===== config.mk =====
export PLATFORM = sky130hd
export DESIGN_NAME = AxiLiteRegisterSlave
export DESIGN_NICKNAME = d
export VERILOG_FILES = /design/src/source/AxiLiteRegPkg.sv /design/src/source/AxiLiteWriteChannel.sv /design/src/source/RegisterBank.sv /design/src/source/AxiLiteReadChannel.sv /design/src/source/AxiLiteRegisterSlave.sv
export SDC_FILE = /design/constraint.sdc
export NUM_CORES = 1
export LEC_CHECK = 0
export BUFFER_PORTS_ARGS = -buffer_cell sky130_fd_sc_hd__buf_2
export CORE_UTILIZATION = 35
export CTS_CLUSTER_SIZE = 30
export DETAILED_ROUTE_END_ITERATION = 10
export SETUP_SLACK_MARGIN = 0.05
export SLEW_MARGIN = 40
export SYNTH_ARGS = -nofsm -noshare
export SYNTH_HDL_FRONTEND = slang
export SYNTH_HIERARCHICAL = 1
export SYNTH_SLANG_ARGS = --single-unit

===== constraint.sdc =====
create_clock -name ACLK -period 6.95 [get_ports ACLK]
set_clock_uncertainty 0.2 [all_clocks]
set_input_delay 1.0425 -clock ACLK [delete_from_list [all_inputs] [get_ports ACLK]]
set_output_delay 1.0425 -clock ACLK [all_outputs]
set_load 0.03 [all_outputs]

===== src/source/AxiLiteRegPkg.sv =====
`default_nettype none

package AxiLiteRegPkg;

    // Byte address width. Eight bits reach 64 words.
    localparam int AddrWidth = 8;
    localparam int DataWidth = 32;
    localparam int StrbWidth = DataWidth / 8;

    // AXI response codes used by this slave.
    typedef enum logic [1:0] {
        Okay   = 2'b00,
        SlvErr = 2'b10
    } Resp_t;

    // Identification word returned by register 0.
    localparam logic [DataWidth-1:0] IdValue = 32'hA11E_5201;

    // Write request to the register bank, word addressed.
    typedef struct packed {
        logic [AddrWidth-1:0] wordAddr;
        logic [DataWidth-1:0] data;
        logic [StrbWidth-1:0] strobe;
    } WriteReq_t;

    // Read answer from the register bank.
    typedef struct packed {
        logic [DataWidth-1:0] data;
        Resp_t                resp;
    } ReadRsp_t;

endpackage

`default_nettype wire


===== src/source/AxiLiteWriteChannel.sv =====
`timescale 1ns/1ns
`default_nettype none

module AxiLiteWriteChannel (
    input  wire logic                                   ACLK,
    input  wire logic                                   ARESETN,
    input  wire logic                                   AWVALID,
    output logic                                        AWREADY,
    input  wire logic [AxiLiteRegPkg::AddrWidth-1:0]    AWADDR,
    input  wire logic [2:0]                             AWPROT,
    input  wire logic                                   WVALID,
    output logic                                        WREADY,
    input  wire logic [AxiLiteRegPkg::DataWidth-1:0]    WDATA,
    input  wire logic [AxiLiteRegPkg::StrbWidth-1:0]    WSTRB,
    output logic                                        BVALID,
    input  wire logic                                   BREADY,
    output logic [1:0]                                  BRESP,
    output AxiLiteRegPkg::WriteReq_t                    writeReq,
    output logic                                        writeValid,
    input  wire logic                                   writeAck,
    input  wire AxiLiteRegPkg::Resp_t                   writeResp
);

    typedef enum logic [1:0] {
        Idle,
        Request,
        Response
    } WriteState_t;

    WriteState_t              state;
    WriteState_t              nextState;
    AxiLiteRegPkg::WriteReq_t request;
    AxiLiteRegPkg::Resp_t     response;

    always_ff @(posedge ACLK) begin
        if (!ARESETN) begin
            state <= Idle;
        end else begin
            state <= nextState;
        end
    end

    always_comb begin
        nextState = state;
        case (state)
            Idle: begin
                if (AWVALID && WVALID) begin
                    nextState = Request;
                end
            end
            Request: begin
                if (writeAck) begin
                    nextState = Response;
                end
            end
            Response: begin
                if (BREADY) begin
                    nextState = Idle;
                end
            end
            default: nextState = Idle;
        endcase
    end

    // Address, data and strobe are taken together. The byte address becomes a word index.
    always_ff @(posedge ACLK) begin
        if (state == Idle && AWVALID && WVALID) begin
            request.wordAddr <= {2'b00, AWADDR[AxiLiteRegPkg::AddrWidth-1:2]};
            request.data     <= WDATA;
            request.strobe   <= WSTRB;
        end
    end

    always_ff @(posedge ACLK) begin
        if (state == Request && writeAck) begin
            response <= writeResp;
        end
    end

    // Both ready signals close the handshake once the bank has taken the write.
    assign AWREADY    = (state == Request) && writeAck;
    assign WREADY     = (state == Request) && writeAck;
    assign writeValid = (state == Request);
    assign writeReq   = request;
    assign BVALID     = (state == Response);
    assign BRESP      = response;

endmodule

`default_nettype wire


===== src/source/RegisterBank.sv =====
`timescale 1ns/1ns
`default_nettype none

module RegisterBank #(
    parameter int NumRegisters = 8
) (
    input  wire logic                                   ACLK,
    input  wire logic                                   ARESETN,
    input  wire AxiLiteRegPkg::WriteReq_t               writeReq,
    input  wire logic                                   writeValid,
    output logic                                        writeAck,
    output AxiLiteRegPkg::Resp_t                        writeResp,
    input  wire logic [AxiLiteRegPkg::AddrWidth-1:0]    readAddr,
    input  wire logic                                   readValid,
    output AxiLiteRegPkg::ReadRsp_t                     readRsp
);

    // The address map holds at most 64 words.
    if (NumRegisters < 2 || NumRegisters > 64) begin : gSizeCheck
        $error("NumRegisters must lie between 2 and 64");
    end

    // Register 0 is the fixed identification word and has no storage.
    logic [AxiLiteRegPkg::DataWidth-1:0] regFile [1:NumRegisters-1];
    logic                                writable;

    assign writable  = (writeReq.wordAddr != '0) && (int'(writeReq.wordAddr) < NumRegisters);
    assign writeAck  = writeValid;
    assign writeResp = writable ? AxiLiteRegPkg::Okay : AxiLiteRegPkg::SlvErr;

    always_ff @(posedge ACLK) begin
        if (!ARESETN) begin
            for (int i = 1; i < NumRegisters; i++) begin
                regFile[i] <= '0;
            end
        end else if (writeValid && writable) begin
            for (int i = 1; i < NumRegisters; i++) begin
                if (int'(writeReq.wordAddr) == i) begin
                    // Only the byte lanes enabled by the strobe change.
                    for (int b = 0; b < AxiLiteRegPkg::StrbWidth; b++) begin
                        if (writeReq.strobe[b]) begin
                            regFile[i][8*b +: 8] <= writeReq.data[8*b +: 8];
                        end
                    end
                end
            end
        end
    end

    // Reads see the contents before any write on the same edge.
    always_comb begin
        readRsp.data = '0;
        readRsp.resp = AxiLiteRegPkg::Okay;
        if (readValid) begin
            if (int'(readAddr) >= NumRegisters) begin
                readRsp.resp = AxiLiteRegPkg::SlvErr;
            end else if (readAddr == '0) begin
                readRsp.data = AxiLiteRegPkg::IdValue;
            end else begin
                for (int i = 1; i < NumRegisters; i++) begin
                    if (int'(readAddr) == i) begin
                        readRsp.data = regFile[i];
                    end
                end
            end
        end
    end

endmodule

`default_nettype wire


===== src/source/AxiLiteReadChannel.sv =====
`timescale 1ns/1ns
`default_nettype none

module AxiLiteReadChannel (
    input  wire logic                                   ACLK,
    input  wire logic                                   ARESETN,
    input  wire logic                                   ARVALID,
    output logic                                        ARREADY,
    input  wire logic [AxiLiteRegPkg::AddrWidth-1:0]    ARADDR,
    input  wire logic [2:0]                             ARPROT,
    output logic                                        RVALID,
    input  wire logic                                   RREADY,
    output logic [AxiLiteRegPkg::DataWidth-1:0]         RDATA,
    output logic [1:0]                                  RRESP,
    output logic [AxiLiteRegPkg::AddrWidth-1:0]         readAddr,
    output logic                                        readValid,
    input  wire AxiLiteRegPkg::ReadRsp_t                readRsp
);

    typedef enum logic [1:0] {
        Idle,
        Fetch,
        Data
    } ReadState_t;

    ReadState_t                          state;
    ReadState_t                          nextState;
    logic [AxiLiteRegPkg::AddrWidth-1:0] wordAddr;
    AxiLiteRegPkg::ReadRsp_t             response;

    always_ff @(posedge ACLK) begin
        if (!ARESETN) begin
            state <= Idle;
        end else begin
            state <= nextState;
        end
    end

    always_comb begin
        nextState = state;
        case (state)
            Idle: begin
                if (ARVALID) begin
                    nextState = Fetch;
                end
            end
            Fetch: nextState = Data;
            Data: begin
                if (RREADY) begin
                    nextState = Idle;
                end
            end
            default: nextState = Idle;
        endcase
    end

    always_ff @(posedge ACLK) begin
        if (state == Idle && ARVALID) begin
            wordAddr <= {2'b00, ARADDR[AxiLiteRegPkg::AddrWidth-1:2]};
        end
    end

    // The bank's answer is held here until the master takes it.
    always_ff @(posedge ACLK) begin
        if (state == Fetch) begin
            response <= readRsp;
        end
    end

    assign ARREADY   = (state == Idle);
    assign readAddr  = wordAddr;
    assign readValid = (state == Fetch);
    assign RVALID    = (state == Data);
    assign RDATA     = response.data;
    assign RRESP     = response.resp;

endmodule

`default_nettype wire


===== src/source/AxiLiteRegisterSlave.sv =====
`timescale 1ns/1ns
`default_nettype none

module AxiLiteRegisterSlave #(
    parameter int NumRegisters = 8
) (
    input  wire logic                                   ACLK,
    input  wire logic                                   ARESETN,
    input  wire logic                                   AWVALID,
    output logic                                        AWREADY,
    input  wire logic [AxiLiteRegPkg::AddrWidth-1:0]    AWADDR,
    input  wire logic [2:0]                             AWPROT,
    input  wire logic                                   WVALID,
    output logic                                        WREADY,
    input  wire logic [AxiLiteRegPkg::DataWidth-1:0]    WDATA,
    input  wire logic [AxiLiteRegPkg::StrbWidth-1:0]    WSTRB,
    output logic                                        BVALID,
    input  wire logic                                   BREADY,
    output logic [1:0]                                  BRESP,
    input  wire logic                                   ARVALID,
    output logic                                        ARREADY,
    input  wire logic [AxiLiteRegPkg::AddrWidth-1:0]    ARADDR,
    input  wire logic [2:0]                             ARPROT,
    output logic                                        RVALID,
    input  wire logic                                   RREADY,
    output logic [AxiLiteRegPkg::DataWidth-1:0]         RDATA,
    output logic [1:0]                                  RRESP
);

    AxiLiteRegPkg::WriteReq_t            writeReq;
    logic                                writeValid;
    logic                                writeAck;
    AxiLiteRegPkg::Resp_t                writeResp;
    logic [AxiLiteRegPkg::AddrWidth-1:0] readAddr;
    logic                                readValid;
    AxiLiteRegPkg::ReadRsp_t             readRsp;

    AxiLiteWriteChannel writeChannel_i (
        .ACLK       (ACLK),
        .ARESETN    (ARESETN),
        .AWVALID    (AWVALID),
        .AWREADY    (AWREADY),
        .AWADDR     (AWADDR),
        .AWPROT     (AWPROT),
        .WVALID     (WVALID),
        .WREADY     (WREADY),
        .WDATA      (WDATA),
        .WSTRB      (WSTRB),
        .BVALID     (BVALID),
        .BREADY     (BREADY),
        .BRESP      (BRESP),
        .writeReq   (writeReq),
        .writeValid (writeValid),
        .writeAck   (writeAck),
        .writeResp  (writeResp)
    );

    RegisterBank #(
        .NumRegisters (NumRegisters)
    ) registerBank_i (
        .ACLK       (ACLK),
        .ARESETN    (ARESETN),
        .writeReq   (writeReq),
        .writeValid (writeValid),
        .writeAck   (writeAck),
        .writeResp  (writeResp),
        .readAddr   (readAddr),
        .readValid  (readValid),
        .readRsp    (readRsp)
    );

    AxiLiteReadChannel readChannel_i (
        .ACLK      (ACLK),
        .ARESETN   (ARESETN),
        .ARVALID   (ARVALID),
        .ARREADY   (ARREADY),
        .ARADDR    (ARADDR),
        .ARPROT    (ARPROT),
        .RVALID    (RVALID),
        .RREADY    (RREADY),
        .RDATA     (RDATA),
        .RRESP     (RRESP),
        .readAddr  (readAddr),
        .readValid (readValid),
        .readRsp   (readRsp)
    );

endmodule

`default_nettype wire


==> reports/qor.txt, run 1 <==
status: complete, no violations
Distinct cells, synth: 46
Worst-Margin Slew: 0.797 ns
core footprint: 36600 um2
TritonCTS Buffers: 35
Synth Register Bits: 312
TritonCTS Sinks: 312
Avg WL per Cell: 20.9 um
Die Wd: 195 um
area of the multi-input gates: 3460 um2
worst-path fanout max: 9
placer congestion estimate: 0.783
Synth Warn #: 6
Via-to-Cell Ratio: 5.25
I/O Buffers: 95
CTS Buffer Depth: 3
All-Layer GR Usage: 0.167
Seq/Total Area, Yosys: 0.717
top post-synthesis cells by area: edfxtp_1 71%, nor2_1 6.9%, mux2_2 6.0%, nand2_1 2.5%, a221oi_1 2.0%
Clk pin slew, worst setup/hold paths: 0.06 ns
PwrDens: 273 nW/um2
share of the synthesized area in the top cell type: 0.711
Post-Syn Area: 13000 um2
FFs w/ async S/R, synth: 0
Max Cap Viol: 0
DR pass1 iterations: 5
fraction of layout cells with a size suffix above 1: 0.223
crit path DAT: 3.20 ns
CTS tree: built
startpoint types: register
die area: 38000 um2
Setup Viol. Count Final: 0
CTS resizes: 0
I/O pin cnt: 106
root buffer cell: clkbuf_16
Nets: 1108
final period demand of the worst path: 3.26 ns
post-synthesis cell count: 949
Clock Latency Late Sink: 0.51 ns
Setup CP Type: register to register
via count: 8048
peak supply drop: 0.000153 V
Post-Route Setup TNS: 0 ns
final hold viol count: 0
synth cell count leaders: 308 x edfxtp_1, 238 x nor2_1, 88 x nand2_1, 69 x mux2_2, 30 x a221oi_1
largest net degree at the start of global routing: 67
number of global-route vias before repair: 8057
DR DRC count: 0
Final period util: 0.469
Worst setup EP type: register
leakage power: 0.00517 uW
chip height: 195 um
required time worst endpoint: 6.89 ns
Inserted Diodes: 0
Antenna Nets Post-Route: 0
first-pass GRT wire length: 47500 um
main flop type after synthesis: edfxtp_1
Rows: 70
Min Hold Slack: 0.354 ns
initial antenna violation count: 0
detailed-placement wirelength estimate: 20300 um
FF+latch area: 9330 um2
Layout fillers: 3416
Detailed Route WL: 32000 um
GR Overflow Total: 0
Layout area overhead: 15.1%
final worst slack: 3.69 ns
H-Tree Level Count: 2
max frequency: 0.307 GHz
Initial Utilization: 0.355
Final Max Tran Viols: 0
Worst slew margin: 0.465
HP Class: register to register
cts hold-fix bufs: 0
count leader, synth: edfxtp_1
RSZ-0062 raised after global routing: false
Post-synth EDFFs: 308
DR iter-0 viols: 534
leading area contributor after synthesis: edfxtp_1
syn avg cell area: 13.7 um2
pre-CTS setup slack: 3.74 ns
setup bufs post-CTS: 0
==> sequential cells by signal, indices dropped and copies added (netlist names) <==
signal and cells:
readChannel_i/RDATA 32, readChannel_i/RRESP 2, readChannel_i/readAddr 6, readChannel_i/state 2, registerBank_i/regFile 224, writeChannel_i/BRESP 2, writeChannel_i/state 2, writeChannel_i/writeReq 42
==> kinds of logic after synthesis <==
family	synth area share
flip-flops	0.717
AO/OA/AOI/OAI	0.0546
other	0.000865
AND/OR/NAND/NOR	0.139
buffers and inverters	0.0193
multiplexers	0.0689
==> per-stage QoR <==
stage           util  instances  instance area [um2]  total power, uW
5_1_grt        0.409       1533                15000             4210
2_1_floorplan      -        952                13000             2370
4_1_cts        0.409       1533                15000             4110
6_report       0.409       1533                15000             4080
3_5_place_dp   0.381       1474                14000             2470
3_3_place_gp   0.380       1471                13900             2460
==> worst max-delay path: stages, from the launching register on <==
cell and delay (ns):
edfxtp_1 0.36, or4_1 0.82, nor2_1 0.61, nand3_2 0.38, nand2_1 0.51
==> layout by cell type, fill, tap and decap left out, types with 3 or more instances in the layout <==
cell type / n
clkbuf_1: 8
nor4_1: 8
and2_1: 6
nand3_1: 3
o32ai_1: 8
o21a_1: 3
nor2_1: 238
conb_1: 6
mux2i_1: 12
nor2b_1: 6
clkinv_1: 10
o21ai_0: 4
o221ai_1: 14
nor3_1: 15
buf_2: 96
a21oi_1: 7
edfxtp_1: 308
dfxtp_1: 4
o22ai_1: 15
nand2_2: 4
mux2_2: 69
nand3_2: 4
a221oi_1: 30
clkbuf_16: 37
clkinv_2: 4
nand2b_1: 10
nor4_4: 4
nand2_1: 88
buf_4: 10
==> per-layer routing <==
layer  up-vias  global-route usage  share of wire
met5         -                   0              0
met3        58              0.0342          0.073
li1       3698                   -              -
met1      4003               0.219           0.43
met4         0              0.0554          0.024
met2       289               0.277           0.48
==> final cells by class <==
cell class              count  area share
flip-flops and latches    312       0.623
repair buffers            108      0.0386
clock inverters            14     0.00384
well taps                 468      0.0391
inverters                   2    0.000501
clock buffers              45      0.0639
multi-input cells         584       0.231
==> path summary, 6_finish.rpt <==
kind | start | end | slack [ns] | cells after the start
worst min-delay path | writeChannel_i/state[0] | writeChannel_i/state[0] | 0.35 | 2
worst min register to register | writeChannel_i/state[0] | writeChannel_i/state[0] | 0.35 | 2
worst max register to register | writeChannel_i/writeReq[39] | registerBank_i/regFile[0][213] | 3.69 | 4
worst max-delay path | writeChannel_i/writeReq[39] | registerBank_i/regFile[0][213] | 3.69 | 4
==> where the power goes <==
group	leakage, uW	switching [uW]	total [uW]	internal [uW]
clock	0.000497	694	1660	962
sequential	0.00311	29.6	2170	2140
combinational	0.00157	177	257	79.9
total	0.00517	901	4080	3180
(Power assumes the default switching activity.)
==> run 2: changes to the inputs <==
ABC_AREA = 1   (was unset)
clock period = 2.85 ns   (was 6.95 ns; I/O delays follow)
==> run 2 against run 1 <==
Critical path depth rose by 2. Count of clock-buffer cells in the layout rose by 2. Synthesized cell count rose by 30%. Critical path type unchanged. Die area rose by 2.3%. Synthesized area rose by 2.3%. Setup slack got worse by 3.4 ns. Utilization rose by 2.5 points. Hold slack got worse by 0.27 ns. Combinational power rose by 99%.
==> reports/qor.txt, run 2 <==
Inserted Diodes: 0
Initial Utilization: 0.354
Layout area overhead: 22.5%
final period demand of the worst path: 2.51 ns
peak supply drop: 0.000507 V
Synth Warn #: 6
Nets: 1485
Antenna Nets Post-Route: 0
Rows: 71
Max Cap Viol: 0
Worst slew margin: 0.515
top post-synthesis cells by area: edfxtp_1 69%, nor2_1 7.8%, nand3_1 5.2%, nand2_1 4.4%, inv_1 4.0%
count leader, synth: edfxtp_1
dpl cells: 1842
initial antenna violation count: 0
Final period util: 0.881
Top reg by flops: registerBank_i/regFile
reg2reg path depth: 6
I/O pin cnt: 106
leakage power: 0.00651 uW
All-Layer GR Usage: 0.171
FFs w/ async S/R, synth: 0
first-pass GRT wire length: 50200 um
GR Overflow Total: 0
required time worst endpoint: 2.82 ns
status: complete, no violations
Avg WL per Cell: 16.7 um
Clk pin slew, worst setup/hold paths: 0.06 ns
Distinct cells, synth: 24
die area: 38800 um2
Post-synth EDFFs: 308
CTS tree: built
syn avg cell area: 10.8 um2
HP Class: input port to register
Seq/Total Area, Yosys: 0.701
Setup Viol. Count Final: 0
Critical Path Sink: registerBank_i/regFile[0][124]
detailed-placement wirelength estimate: 21900 um
share of the synthesized area in the top cell type: 0.695
commonest non-fill, non-tap cell in the layout: edfxtp_1
commonest cells after routing, fill and taps aside: 308 x edfxtp_1, 275 x nor2_1, 156 x nand2_1
Worst R2R Setup Slack: 0.34 ns
Via-to-Cell Ratio: 4.78
Final Instance Area: 16300 um2
I/O Buffers: 95
total placed instance area: 14600 um2
max reg flops: 224
core footprint: 37600 um2
worst flop-to-flop path endpoint: registerBank_i/regFile[0][124]
DR DRC count: 0
placer congestion estimate: 0.792
crit path DAT: 2.48 ns
DR iter-0 viols: 724
Die Wd: 197 um
Detailed Route WL: 32700 um
fraction of layout cells with a size suffix above 1: 0.152
Final Max Tran Viols: 0
largest net degree at the start of global routing: 49
Clock Latency Late Sink: 0.52 ns
Worst setup EP type: register
max frequency: 0.398 GHz
Post-Syn Area: 13300 um2
Synth Register Bits: 312
post-synthesis cell count: 1231
DR pass1 iterations: 7
startpoint types: register
RSZ-0062 raised after global routing: false
CTS Buffer Depth: 3
PwrDens: 630 nW/um2
root buffer cell: clkbuf_16
Worst-Margin Slew: 0.727 ns
Critical Path Start: writeChannel_i/state[0]
H-Tree Level Count: 2
via count: 9339
number of global-route vias before repair: 9236
Finished Layout Cells: 1955
Setup CP Type: register to register
worst-path fanout max: 9
synth cell count leaders: 308 x edfxtp_1, 278 x nor2_1, 156 x nand2_1, 143 x inv_1, 137 x nand3_1
chip height: 197 um
TritonCTS Buffers: 36
Crit Reg-Reg Startpoint: writeChannel_i/state[0]
main flop type after synthesis: edfxtp_1
CTS resizes: 0
final hold viol count: 0
leading area contributor after synthesis: edfxtp_1
TritonCTS Sinks: 312
Post-Route Setup TNS: 0 ns
run 2: layout make-up:
| type | instances | area (um2) |
|---|---|---|
| inverters | 145 | 544 |
| fillers | 3559 | 21300 |
| repair buffers | 200 | 1420 |
| flip-flops and latches | 312 | 9330 |
| well taps | 511 | 639 |
| multi-input cells | 725 | 3210 |
| clock buffers | 47 | 1000 |
| clock inverters | 15 | 155 |
run 2: how the worst min path moves through the flow:
stage                     slack [ns]  cells past startpoint                 endpoint               startpoint
final                           0.08                      5  writeChannel_i/state[0]                   WVALID
after global routing             0.1                      5  writeChannel_i/state[0]                   WVALID
after CTS                       0.07                      5  writeChannel_i/state[0]                   WVALID
after detailed placement        0.30                      2   readChannel_i/state[1]   readChannel_i/state[1]
after global placement          0.29                      2  writeChannel_i/state[1]  writeChannel_i/state[1]
after floorplan                 0.28                      2   readChannel_i/state[1]   readChannel_i/state[1]
run 2: kinds of logic after synthesis:
group / after synthesis / share of synthesized area
buf+inv: 197 / 0.0598
compound gates: 65 / 0.0277
simple gates: 654 / 0.211
other cells: 3 / 0.000846
flops: 312 / 0.701
run 2: critical path: stages, from the launching register on:
cell	delay, ns
dfxtp_1	0.42
nand2_1	0.08
inv_1	0.11
nand4_1	0.25
nor2_2	0.35
nand2_1	0.32
nand2_1	0.43
run 2: repair_timing:
item                                   in CTS  in global routing
setup buffers                               0                  0
endpoints found under the hold margin      51                  0
hold buffers                               51                  0
run 2: stage by stage:
stage | total power [uW] | setup WS, ns | hold slack (ns) | util
5_1_grt | 10600 | 0.144 | 0.0997 | 0.434
4_1_cts | 10400 | 0.321 | 0.0674 | 0.434
6_report | 10300 | 0.338 | 0.0832 | 0.434
3_5_place_dp | 5820 | 0.345 | 0.300 | 0.389
3_3_place_gp | 5800 | 0.462 | 0.289 | 0.389
2_1_floorplan | 5610 | 0.496 | 0.278 | -
run 2: routing by layer:
| metal | track usage | vias up | wire (um) |
|---|---|---|---|
| met5 | 0 | - | 0 |
| met1 | 0.210 | 4424 | 13300 |
| met3 | 0.0347 | 68 | 2410 |
| li1 | - | 4538 | - |
| met2 | 0.295 | 309 | 15900 |
| met4 | 0.0672 | 0 | 1100 |
run 2: power by group:
group / total (uW) / switching (uW) / leakage [uW] / internal [uW]
combinational: 511 / 354 / 0.00283 / 157
sequential: 5260 / 49.3 / 0.00311 / 5210
clock: 4500 / 1750 / 0.000572 / 2750
total: 10300 / 2160 / 0.00651 / 8110
